===== config.mk =====
export PLATFORM = sky130hd
export DESIGN_NAME = dnc_output_vector
export DESIGN_NICKNAME = d
export VERILOG_FILES = /design/src/hw/dnc_format_pkg.sv /design/src/hw/dnc_shape_pkg.sv /design/src/hw/dnc_matrix_vector_product.sv /design/src/hw/dnc_vector_adder.sv /design/src/hw/dnc_output_vector.sv
export SDC_FILE = /design/constraint.sdc
export NUM_CORES = 2
export LEC_CHECK = 0
export BUFFER_PORTS_ARGS = -buffer_cell sky130_fd_sc_hd__buf_2
export CORE_MARGIN = 2
export CORE_UTILIZATION = 58
export CTS_CLUSTER_DIAMETER = 30
export DETAILED_ROUTE_END_ITERATION = 7
export GPL_ROUTABILITY_DRIVEN = 0
export PLACE_DENSITY = 0.77
export SLEW_MARGIN = 20
export SYNTH_ARGS = -nofsm -noshare
export SYNTH_HDL_FRONTEND = slang
export SYNTH_SLANG_ARGS = --single-unit

===== constraint.sdc =====
create_clock -name CLK -period 9.18 [get_ports CLK]
set_input_delay 1.377 -clock CLK [delete_from_list [all_inputs] [get_ports CLK]]
set_output_delay 1.377 -clock CLK [all_outputs]
set_load 0.005 [all_outputs]

===== src/hw/dnc_format_pkg.sv =====
////////////////////////////////////////
// Fixed-point format for the output
// vector datapath
// Signed Q8.8 elements, a wide row
// accumulator and the clamp back to
// element range, shared by the product
// units and the output adder
////////////////////////////////////////

package dnc_format_pkg;

  // Element format
  localparam int data_width = 16;
  localparam int frac_bits  = 8;

  // Full 32-bit products plus headroom for the row sum
  localparam int acc_width = 40;

  typedef logic signed [data_width-1:0] data_t;
  typedef logic signed [acc_width-1:0]  acc_t;

  // Saturation limits
  localparam data_t data_max = data_t'({1'b0, {(data_width - 1){1'b1}}});
  localparam data_t data_min = data_t'({1'b1, {(data_width - 1){1'b0}}});

  // Clamp a wide signed value into element range
  function automatic data_t saturate(input acc_t value);
    data_t result;
    if (value > acc_t'(data_max)) begin
      result = data_max;
    end else if (value < acc_t'(data_min)) begin
      result = data_min;
    end else begin
      result = data_t'(value);
    end
    return result;
  endfunction

  // Row sum back to Q8.8
  // arithmetic shift drops the fraction, so negative sums round down
  function automatic data_t round_saturate(input acc_t sum);
    return saturate(sum >>> frac_bits);
  endfunction

endpackage


===== src/hw/dnc_shape_pkg.sv =====
////////////////////////////////////////
// Dimension limits of the output vector
// job and the counter types sized from
// them
// Sizes outside 1..limit are not handled
////////////////////////////////////////

package dnc_shape_pkg;

  // Largest Y
  localparam int max_rows = 16;

  // Largest R*W and largest L, also the vector buffer depth
  localparam int max_cols = 32;

  // Holds 1 up to max_cols
  localparam int size_width = 6;

  // Buffer address bits
  localparam int index_width = $clog2(max_cols);

  // Job sizes and row counters
  typedef logic [size_width-1:0] size_t;

  // Vector buffer address and column counter
  typedef logic [index_width-1:0] index_t;

endpackage


===== src/hw/dnc_matrix_vector_product.sv =====
////////////////////////////////////////
// Matrix-vector product unit
// Takes the whole vector into a local
// buffer, then streams the matrix row
// by row and emits one saturated Q8.8
// dot product per row on the res stream
////////////////////////////////////////

module dnc_matrix_vector_product
  import dnc_format_pkg::*;
  import dnc_shape_pkg::*;
(
  input  logic  CLK,
  input  logic  RST,

  // Job control, sampled while idle
  input  logic  start,
  input  size_t rows,
  input  size_t cols,

  // Vector stream, cols elements
  input  data_t vec_data,
  input  logic  vec_valid,
  output logic  vec_ready,

  // Matrix stream, row-major
  input  data_t mat_data,
  input  logic  mat_valid,
  output logic  mat_ready,

  // Row results
  output data_t res_data,
  output logic  res_last,
  output logic  res_valid,
  input  logic  res_ready
);

  ////////////////////////////////////////
  // Declarations
  ////////////////////////////////////////

  typedef enum logic [1:0] {
    st_idle,
    st_load,
    st_stream,
    st_drain
  } state_t;

  state_t state;

  // Latched job sizes
  size_t  rows_q;
  size_t  cols_q;

  // Position in the job
  size_t  row_idx;
  index_t col_idx;

  // Vector storage
  data_t  vec_buf [max_cols];

  // Accumulation
  acc_t   acc;
  acc_t   product;
  acc_t   acc_sum;

  logic   col_last;
  logic   row_last;
  logic   res_free;
  logic   vec_fire;
  logic   mat_fire;
  logic   res_fire;

  ////////////////////////////////////////
  // Handshakes
  ////////////////////////////////////////

  assign col_last = (col_idx == index_t'(cols_q - 1'b1));
  assign row_last = (row_idx == rows_q - 1'b1);

  // Result slot empty now or emptied this cycle
  assign res_free = !res_valid || res_ready;

  // Vector first, matrix only once the buffer is full
  assign vec_ready = (state == st_load);

  // Row end needs the result slot, other columns never stall
  assign mat_ready = (state == st_stream) && (!col_last || res_free);

  assign vec_fire = vec_valid && vec_ready;
  assign mat_fire = mat_valid && mat_ready;
  assign res_fire = res_valid && res_ready;

  ////////////////////////////////////////
  // Multiply-accumulate
  ////////////////////////////////////////

  // Full-width product against the buffered element of this column
  assign product = acc_t'(mat_data) * acc_t'(vec_buf[col_idx]);
  assign acc_sum = acc + product;

  // Vector buffer write, column counter doubles as address
  always_ff @(posedge CLK) begin
    if (vec_fire) begin
      vec_buf[col_idx] <= vec_data;
    end
  end

  ////////////////////////////////////////
  // Sequencing
  ////////////////////////////////////////

  always_ff @(posedge CLK or posedge RST) begin
    if (RST) begin
      state   <= st_idle;
      rows_q  <= '0;
      cols_q  <= '0;
      row_idx <= '0;
      col_idx <= '0;
      acc     <= '0;
    end else begin
      case (state)
        st_idle: begin
          if (start) begin
            rows_q  <= rows;
            cols_q  <= cols;
            row_idx <= '0;
            col_idx <= '0;
            acc     <= '0;
            state   <= st_load;
          end
        end

        st_load: begin
          if (vec_fire) begin
            if (col_last) begin
              col_idx <= '0;
              state   <= st_stream;
            end else begin
              col_idx <= col_idx + 1'b1;
            end
          end
        end

        st_stream: begin
          if (mat_fire) begin
            if (col_last) begin
              // Row done, next row starts from zero
              col_idx <= '0;
              acc     <= '0;
              if (row_last) begin
                state <= st_drain;
              end else begin
                row_idx <= row_idx + 1'b1;
              end
            end else begin
              col_idx <= col_idx + 1'b1;
              acc     <= acc_sum;
            end
          end
        end

        // Wait for the final row to leave
        st_drain: begin
          if (res_fire && res_last) begin
            state <= st_idle;
          end
        end

        default: begin
          state <= st_idle;
        end
      endcase
    end
  end

  ////////////////////////////////////////
  // Result register
  ////////////////////////////////////////

  // One entry, refilled on the same edge it empties
  always_ff @(posedge CLK or posedge RST) begin
    if (RST) begin
      res_valid <= 1'b0;
      res_last  <= 1'b0;
    end else if (mat_fire && col_last) begin
      res_valid <= 1'b1;
      res_last  <= row_last;
    end else if (res_ready) begin
      res_valid <= 1'b0;
    end
  end

  // Shifted and clamped row sum
  always_ff @(posedge CLK) begin
    if (mat_fire && col_last) begin
      res_data <= round_saturate(acc_sum);
    end
  end

endmodule


===== src/hw/dnc_vector_adder.sv =====
////////////////////////////////////////
// Element-wise saturating adder
// Joins two row-result streams with no
// storage and no added latency
// Both inputs end on the same element,
// so last comes from stream a
////////////////////////////////////////

module dnc_vector_adder
  import dnc_format_pkg::*;
(
  // First operand stream
  input  data_t a_data,
  input  logic  a_last,
  input  logic  a_valid,
  output logic  a_ready,

  // Second operand stream
  input  data_t b_data,
  input  logic  b_valid,
  output logic  b_ready,

  // Sum stream
  output data_t sum_data,
  output logic  sum_last,
  output logic  sum_valid,
  input  logic  sum_ready
);

  ////////////////////////////////////////
  // Join
  ////////////////////////////////////////

  // Widened operands and raw sum
  acc_t a_wide;
  acc_t b_wide;
  acc_t sum_wide;

  // Output only when both sides hold an element
  assign sum_valid = a_valid && b_valid;

  // Each side pops only together with the other
  assign a_ready = sum_ready && b_valid;
  assign b_ready = sum_ready && a_valid;

  // Row markers line up, a carries the flag
  assign sum_last = a_last;

  ////////////////////////////////////////
  // Saturating add
  ////////////////////////////////////////

  // Sign-extend before adding, no wrap
  assign a_wide   = acc_t'(a_data);
  assign b_wide   = acc_t'(b_data);
  assign sum_wide = a_wide + b_wide;

  // Clamp back to Q8.8 range
  assign sum_data = saturate(sum_wide);

endmodule


===== src/hw/dnc_output_vector.sv =====
////////////////////////////////////////
// Output vector of the DNC controller
// y = K*r + U*h in signed Q8.8
// Start a job with start and the sizes
// while busy is low, feed k, r, u and h,
// collect y until last; done pulses one
// cycle after the final y transfer
////////////////////////////////////////

module dnc_output_vector
  import dnc_format_pkg::*;
  import dnc_shape_pkg::*;
(
  input  logic  CLK,
  input  logic  RST,

  // Job start
  input  logic  start,
  input  size_t size_y,
  input  size_t size_rw,
  input  size_t size_l,

  // K matrix, row-major
  input  data_t k_data,
  input  logic  k_valid,
  output logic  k_ready,

  // Flattened read vector
  input  data_t r_data,
  input  logic  r_valid,
  output logic  r_ready,

  // U matrix, row-major
  input  data_t u_data,
  input  logic  u_valid,
  output logic  u_ready,

  // Hidden state
  input  data_t h_data,
  input  logic  h_valid,
  output logic  h_ready,

  // Output vector
  output data_t y_data,
  output logic  y_last,
  output logic  y_valid,
  input  logic  y_ready,

  // Status
  output logic  busy,
  output logic  done
);

  ////////////////////////////////////////
  // Declarations
  ////////////////////////////////////////

  typedef enum logic {
    ctl_idle,
    ctl_running
  } ctl_state_t;

  ctl_state_t ctl_state;

  // Pulse to both product units
  logic  unit_start;

  // Job sizes held for the units
  size_t size_y_q;
  size_t size_rw_q;
  size_t size_l_q;

  // K*r row results
  data_t kr_data;
  logic  kr_last;
  logic  kr_valid;
  logic  kr_ready;

  // U*h row results
  data_t uh_data;
  logic  uh_valid;
  logic  uh_ready;

  logic  y_fire;

  ////////////////////////////////////////
  // Job controller
  ////////////////////////////////////////

  assign busy   = (ctl_state == ctl_running);
  assign y_fire = y_valid && y_ready;

  // Start only while idle, a start during a job is dropped
  always_ff @(posedge CLK or posedge RST) begin
    if (RST) begin
      ctl_state  <= ctl_idle;
      unit_start <= 1'b0;
      done       <= 1'b0;
    end else begin
      unit_start <= 1'b0;
      done       <= 1'b0;
      case (ctl_state)
        ctl_idle: begin
          if (start) begin
            ctl_state  <= ctl_running;
            unit_start <= 1'b1;
          end
        end
        ctl_running: begin
          // Job ends on the final y element
          if (y_fire && y_last) begin
            ctl_state <= ctl_idle;
            done      <= 1'b1;
          end
        end
        default: begin
          ctl_state <= ctl_idle;
        end
      endcase
    end
  end

  // Size capture on job acceptance
  always_ff @(posedge CLK) begin
    if (start && !busy) begin
      size_y_q  <= size_y;
      size_rw_q <= size_rw;
      size_l_q  <= size_l;
    end
  end

  ////////////////////////////////////////
  // Product units, run side by side
  ////////////////////////////////////////

  // K is Y by R*W against r
  dnc_matrix_vector_product kr_product (
    .CLK       (CLK),
    .RST       (RST),
    .start     (unit_start),
    .rows      (size_y_q),
    .cols      (size_rw_q),
    .vec_data  (r_data),
    .vec_valid (r_valid),
    .vec_ready (r_ready),
    .mat_data  (k_data),
    .mat_valid (k_valid),
    .mat_ready (k_ready),
    .res_data  (kr_data),
    .res_last  (kr_last),
    .res_valid (kr_valid),
    .res_ready (kr_ready)
  );

  // U is Y by L against h, last mirrors kr
  dnc_matrix_vector_product uh_product (
    .CLK       (CLK),
    .RST       (RST),
    .start     (unit_start),
    .rows      (size_y_q),
    .cols      (size_l_q),
    .vec_data  (h_data),
    .vec_valid (h_valid),
    .vec_ready (h_ready),
    .mat_data  (u_data),
    .mat_valid (u_valid),
    .mat_ready (u_ready),
    .res_data  (uh_data),
    .res_last  (),
    .res_valid (uh_valid),
    .res_ready (uh_ready)
  );

  ////////////////////////////////////////
  // Output join
  ////////////////////////////////////////

  dnc_vector_adder output_adder (
    .a_data    (kr_data),
    .a_last    (kr_last),
    .a_valid   (kr_valid),
    .a_ready   (kr_ready),
    .b_data    (uh_data),
    .b_valid   (uh_valid),
    .b_ready   (uh_ready),
    .sum_data  (y_data),
    .sum_last  (y_last),
    .sum_valid (y_valid),
    .sum_ready (y_ready)
  );

endmodule


Yosys cells after proc, flatten, opt, wreduce, memory -nomap -nowiden:

Memory sizes are Yosys's and may differ from the RTL's.
Cells that the tools add are included.

* output and inout port bits: 24
* memories kept: 2
* bits of input ports: 90
* bits in writable memories: 1024
* bits in registers: 183

* bitwise logic cells: 1
* order comparisons: 6
* mux-type cells: 58
* reductions and logical operators: 45
* equal/unequal tests: 26
* multipliers: 2
* add/sub/neg operators: 11

Memories
* kr_product.vec_buf: words 32, width 16, rd ports 1, clocked after memory_dff 0, wr ports 1, line dnc_matrix_vector_product.sv:60 `data_t vec_buf [max_cols];`
* uh_product.vec_buf: words 32, width 16, rd ports 1, clocked after memory_dff 0, wr ports 1, line dnc_matrix_vector_product.sv:60

Operators with widths (count)
* 40-bit two-way mux: 5
* 40-bit case mux with 2 select lines: 2
* 40-bit by 32-bit adder with 40-bit output: 2
* 32-bit by 16-bit greater-than comparator with 1-bit output, second input constant: 2
* 32-bit by 16-bit less-than comparator with 1-bit output, second input constant: 2
* 16-bit by 16-bit multiplier with 32-bit output: 2
* 16-bit two-way mux: 4
* 6-bit two-way mux: 7
* 40-bit by 16-bit greater-than comparator with 1-bit output, second input constant: 1
* 40-bit by 16-bit less-than comparator with 1-bit output, second input constant: 1
* 5-bit two-way mux: 7
* 5-bit case mux with 3 select lines: 2
* 2-bit two-way mux: 13
* 6-bit case mux with 2 select lines: 2
* 1-bit logical AND: 18
* 16-bit by 16-bit adder with 17-bit output: 1
* 2-bit by 1-bit inequality test with 1-bit output, second input constant: 8
* 2-bit inequality test, second input constant: 8
* 2-bit case mux with 4 select lines: 2
* 7-bit AND reduction: 2
* 1-bit two-way mux: 13
* 6-bit by 1-bit adder with 6-bit output, second input constant: 2
* 6-bit == test: 2
* 6-bit by 1-bit subtractor with 6-bit output, second input constant: 2
* other kinds (16): 39

Logic depth before layout (Yosys ltp):

* depth in word-level cells: 8
* depth in mapped cells: 36
* depth with buffers taken out: 30

By module:

Synthesis repeated with hierarchy kept, for this count alone.

* cell total of the unflattened synthesis: 5174
* area total of the unflattened synthesis: 72708.5 um2

Modules (own cells, without submodules)
* dnc_matrix_vector_product at uh_product: cells an instance 2515, seq. area each 17506.8 um2, area each 35571.6 um2, times used 1
* dnc_matrix_vector_product at kr_product: cells an instance 2505, seq. area each 17506.8 um2, area each 35466.5 um2, times used 1
* dnc_vector_adder: cells an instance 128, seq. area each 0.0 um2, area each 1021.0 um2, times used 1
* dnc_output_vector: cells an instance 26, seq. area each 615.6 um2, area each 649.4 um2, times used 1

Worst setup path before layout:

No wires, ideal clock.

* path kind: flip-flop to flip-flop
* from: register kr_product.col_idx[0]
* to: register kr_product.res_data[6] (data pin)
* data arrival time: 8907 ps
* buffers on the path: 7
* cell stages (with the launch flop): 34
* setup time: 263 ps
* setup slack: 9 ps
* cell sequence: dfrtp_1 > buf_2 > buf_2 > buf_2 > buf_2 > buf_2 > mux4_2 > a22oi_1 > nand4_1 > clkbuf_1 > nand2_1 > fa_1 > fa_1 > inv_1 > fa_1 > inv_1 > fa_1 > inv_1 > fa_1 > inv_1 > fa_1 > inv_1 > ha_1 > nor2b_1 > o21ai_0 > nand2b_1 > o31ai_1 > o21ai_0 > or3_1 > a211oi_1 > nand4_1 > o41ai_4 > buf_6 > o21ai_2

* longest elaborated chain between the ends: 5
* elaborated cells between the ends (all ways): 6

Ends and longest elaborated chain
* from (decl): line dnc_matrix_vector_product.sv:57 `index_t col_idx;`
* from (signal assigned): line dnc_matrix_vector_product.sv:140 `col_idx <= col_idx + 1'b1;`
* from (signal assigned): line dnc_matrix_vector_product.sv:157 `col_idx <= col_idx + 1'b1;`
* memory 32 x 16 bit *
* 16-bit by 16-bit multiplier with 32-bit output *: line dnc_matrix_vector_product.sv:99 `assign product = acc_t'(mat_data) * acc_t'(vec_buf[col_idx]);`
* 40-bit by 32-bit adder with 40-bit output *: line dnc_matrix_vector_product.sv:100 `assign acc_sum = acc + product;`
* 32-bit by 16-bit less-than comparator with 1-bit output: line dnc_format_pkg.sv:31 `end else if (value < acc_t'(data_min)) begin`
* 16-bit two-way mux: line dnc_format_pkg.sv:31
* to (signal assigned): line dnc_matrix_vector_product.sv:197 `res_data <= round_saturate(acc_sum);`
* to (decl): line dnc_matrix_vector_product.sv:32 `output data_t res_data,`

Every way passes the cells marked *; elsewhere a longest branch is shown, timed or not.
A chain may end at the register's enable or synchronous reset.

Worst setup path after layout:

* from: register kr_product.col_idx[0]
* to: register kr_product.res_data[8] (data pin)

Same word-level chain as after synthesis.

==> summary.txt <==
Status
  • Status: finished clean

Clock tree
  • CTS clk-pin slew, worst paths: 60 ps
  • Clk_lat worst skew: 840 ps
  • Number of CTS-inserted buffers: 218
  • H-Tree Level Count: 4
  • CTS root buf: clkbuf_16
  • CTS tree: built
  • Clock buffer depth: 3
  • Clk sink count: 1,207

Die
  • Die footprint: 127,000 sq um
  • Core Region: 124,000 sq um
  • FP Rows: 129
  • Starting Density: 0.585
  • Die width: 357 microns
  • Die height: 357 microns
  • # IOs: 114

Cells and area
  • Area Growth Syn to Fin: 18.0%
  • Most common cell after layout, fill and taps aside: edfxtp_1
  • Area used by multi-input combinational logic: 33,200 sq um
  • Net count, final: 6,589
  • Most frequent cells in the layout: edfxtp_1, inv_1, fa_1
  • Filler instances: 7,832
  • Fraction of layout cells with a size suffix above 1: 0.214
  • Antenna cells: 0
  • Reg area: 35,600 sq um

Global routing
  • GRT overflow: 0
  • Largest net degree at the start of global routing: 81
  • Vias in the first global route: 47,900
  • First-pass GRT wire length: 286 mm
  • GRT Total Usage: 0.299
  • Initial antenna violation count: 11

Worst setup path
  • Setup CP Type: register to register
  • Worst Setup Start Kind: register
  • Buffers & Inverters on Critical Path: 11
  • R2R setup slack: 180 ps
  • Crit-path max FO: 16
  • Worst path slowest cell: fa_2
  • CP endpoint kind: register
  • Critical Path AT: 9630 ps
  • Largest stage delay, worst path: 620 ps
  • CP top delay family: adder cells
  • CP Data Required Time: 9810 ps

Yosys
  • Post-Syn Area: 72,300 sq um
  • Register area share after synthesis: 0.492
  • Warnings from Yosys: 0
  • Distinct cells, synth: 89
  • Multiplexer area fraction after synthesis: 0.0840
  • Area fraction in compound gates after synthesis: 0.0555
  • Most area-consuming cells after synthesis: edfxtp_1, fa_1, mux4_2
  • Post-Synth Adder-Cell Area: 0.230
  • Post-synthesis register bit count: 1,207
  • Xor/xnor share of the synthesized area: 0.0151
  • Synth Area in Simple Gates: 0.0709
  • Ys async rst share: 0.112
  • Syn avg cell area: 14.1 sq um
  • Largest family of logic cells by synthesized area: adder cells
  • Top FF cell, synth: edfxtp_1
  • Syn_nets: 6,134
  • Syn Inst Count: 5,113
  • Top-area cell type share of the netlist area: 0.445
  • Post-synth EDFFs: 1,072
  • Synth area leader: edfxtp_1

Drt
  • Routed met1 length: 70.6 mm
  • Via count: 45,000
  • Routed wl met3: 16.3 mm
  • Average wire per cell in the routed design: 25.1 microns
  • Post-DR vias/cell: 6.08
  • WL met2: 92.2 mm
  • DRC violations left: 0
  • Post-route ant nets: 0
  • Drt first-iter violations: 5,072
  • Uppermost layer routed: met5
  • Final wirelength: 186 mm
  • First drt pass iteration count: 6

Timing
  • Rel. slew slack: 0.307
  • Slew @ Worst Pin: 1040 ps
  • Highest Clock Rate: 111 MHz
  • Hold Worst Slack: 417 ps
  • Skew final: 107 ps
  • Slew Viols, Final: 0
  • Endpoints failing hold: 0
  • Period minus WS final: 9000 ps
  • Fin crit share: 0.980
  • Final setup fails: 0

Run
  • Max cap viols: 0

Placement
  • Detailed Place HPWL: 119 mm
  • Port buffer count: 111

Worst hold path
  • Worst Hold Class: register to register
[worst register-to-register path: cells and delay by family, from the launching register on]
| kind | cells | cell delay (ps) |
|---|---|---|
| adder cells (fa/ha/maj) | 7 | 3300 |
| XOR/XNOR | 1 | 190 |
| buffers and inverters | 11 | 1750 |
| AND/OR/NAND/NOR | 4 | 770 |
| AO/OA/AOI/OAI | 8 | 1820 |
| multiplexers | 1 | 540 |
| flip-flops | 1 | 480 |
[through the flow]
step	utilization	worst slack [ps]	std cells	instance area, sq um	TNS [ps]
3_3_place_gp	0.620	223	6944	76600	0
5_1_grt	0.690	-53.2	7403	85300	-416
3_5_place_dp	0.620	110	6944	76600	0
2_1_floorplan	-	9.19	5113	72300	0
4_1_cts	0.685	23.0	7362	84700	0
6_report	0.690	182	7403	85300	0
[routing by layer]
metal  vias to the layer above  track usage
met5                         -            0
met3                       502       0.0576
met1                     23200        0.399
met4                         8        0.114
met2                      2473        0.491
li1                      18800            -
[synth_stat cells, types with 9 or more instances]
cell type / count
mux2_2: 25
xnor2_1: 75
o21ai_1: 13
a21o_1: 37
nor2_1: 150
buf_2: 36
buf_1: 10
and2_1: 308
nand2_1: 303
a22o_1: 37
nor3_1: 27
nand4_1: 47
nor2b_1: 15
a211oi_1: 12
o211ai_1: 9
edfxtp_1: 1072
clkbuf_1: 151
o31ai_1: 15
a31oi_1: 14
ha_1: 270
a21oi_1: 77
nand2b_1: 15
o21bai_1: 14
a22oi_1: 124
o21ai_2: 11
or3_1: 11
nand3_1: 43
fa_1: 661
xor2_1: 50
dfrtp_1: 135
o21ai_0: 139
o21a_1: 25
and3_1: 19
inv_1: 781
or2_2: 15
mux4_2: 256
[cell families (layout without fill, tap and decap cells)]
group           after synthesis  count (layout)
flops                      1207            1207
buf+inv                     986            1639
compound gates              582             582
xor+xnor                    125             125
fa+ha+maj                   931             931
simple gates                999             999
mux                         283             283
[flip-flops by register name, indices dropped and copies added (netlist names), 6 cells and up]
| name | cells |
|---|---|
| kr_product.vec_buf | 512 |
| uh_product.vec_buf | 512 |
| kr_product.acc | 40 |
| uh_product.acc | 40 |
| kr_product.res_data | 16 |
| uh_product.res_data | 16 |
| kr_product.row_idx | 6 |
| kr_product.rows_q | 6 |
| size_y_q | 6 |
| uh_product.row_idx | 6 |
| uh_product.rows_q | 6 |
[final timing paths]
kind,startpoint,endpoint,cells past startpoint
max in group asynchronous,RST,uh_product.col_idx[1],3
min,size_rw_q[0],kr_product.cols_q[0],1
max reg2reg,kr_product.col_idx[0],kr_product.res_data[8],32
max,kr_product.col_idx[0],kr_product.res_data[8],32
min in group asynchronous,RST,uh_product.acc[0],2
min reg2reg,size_rw_q[0],kr_product.cols_q[0],1
[layout make-up]
class	instances	area share
inverter	781	0.0345
tap	1637	0.0240
clock buffer	237	0.0652
sequential	1207	0.417
clock inverter	181	0.0287
timing repair buffer	440	0.0410
multi-input combinational	2920	0.389
[repair_timing]
action,4_1_cts,5_1_grt
pin swaps,0,13
resized for setup,2,71
endpoints found under the setup margin,3,30
setup buffers,0,40
hold buffers,0,0
Power is left out: the tool's default activity adds up to more than one toggle a clock period on the data nets, which glitch-free logic cannot reach.
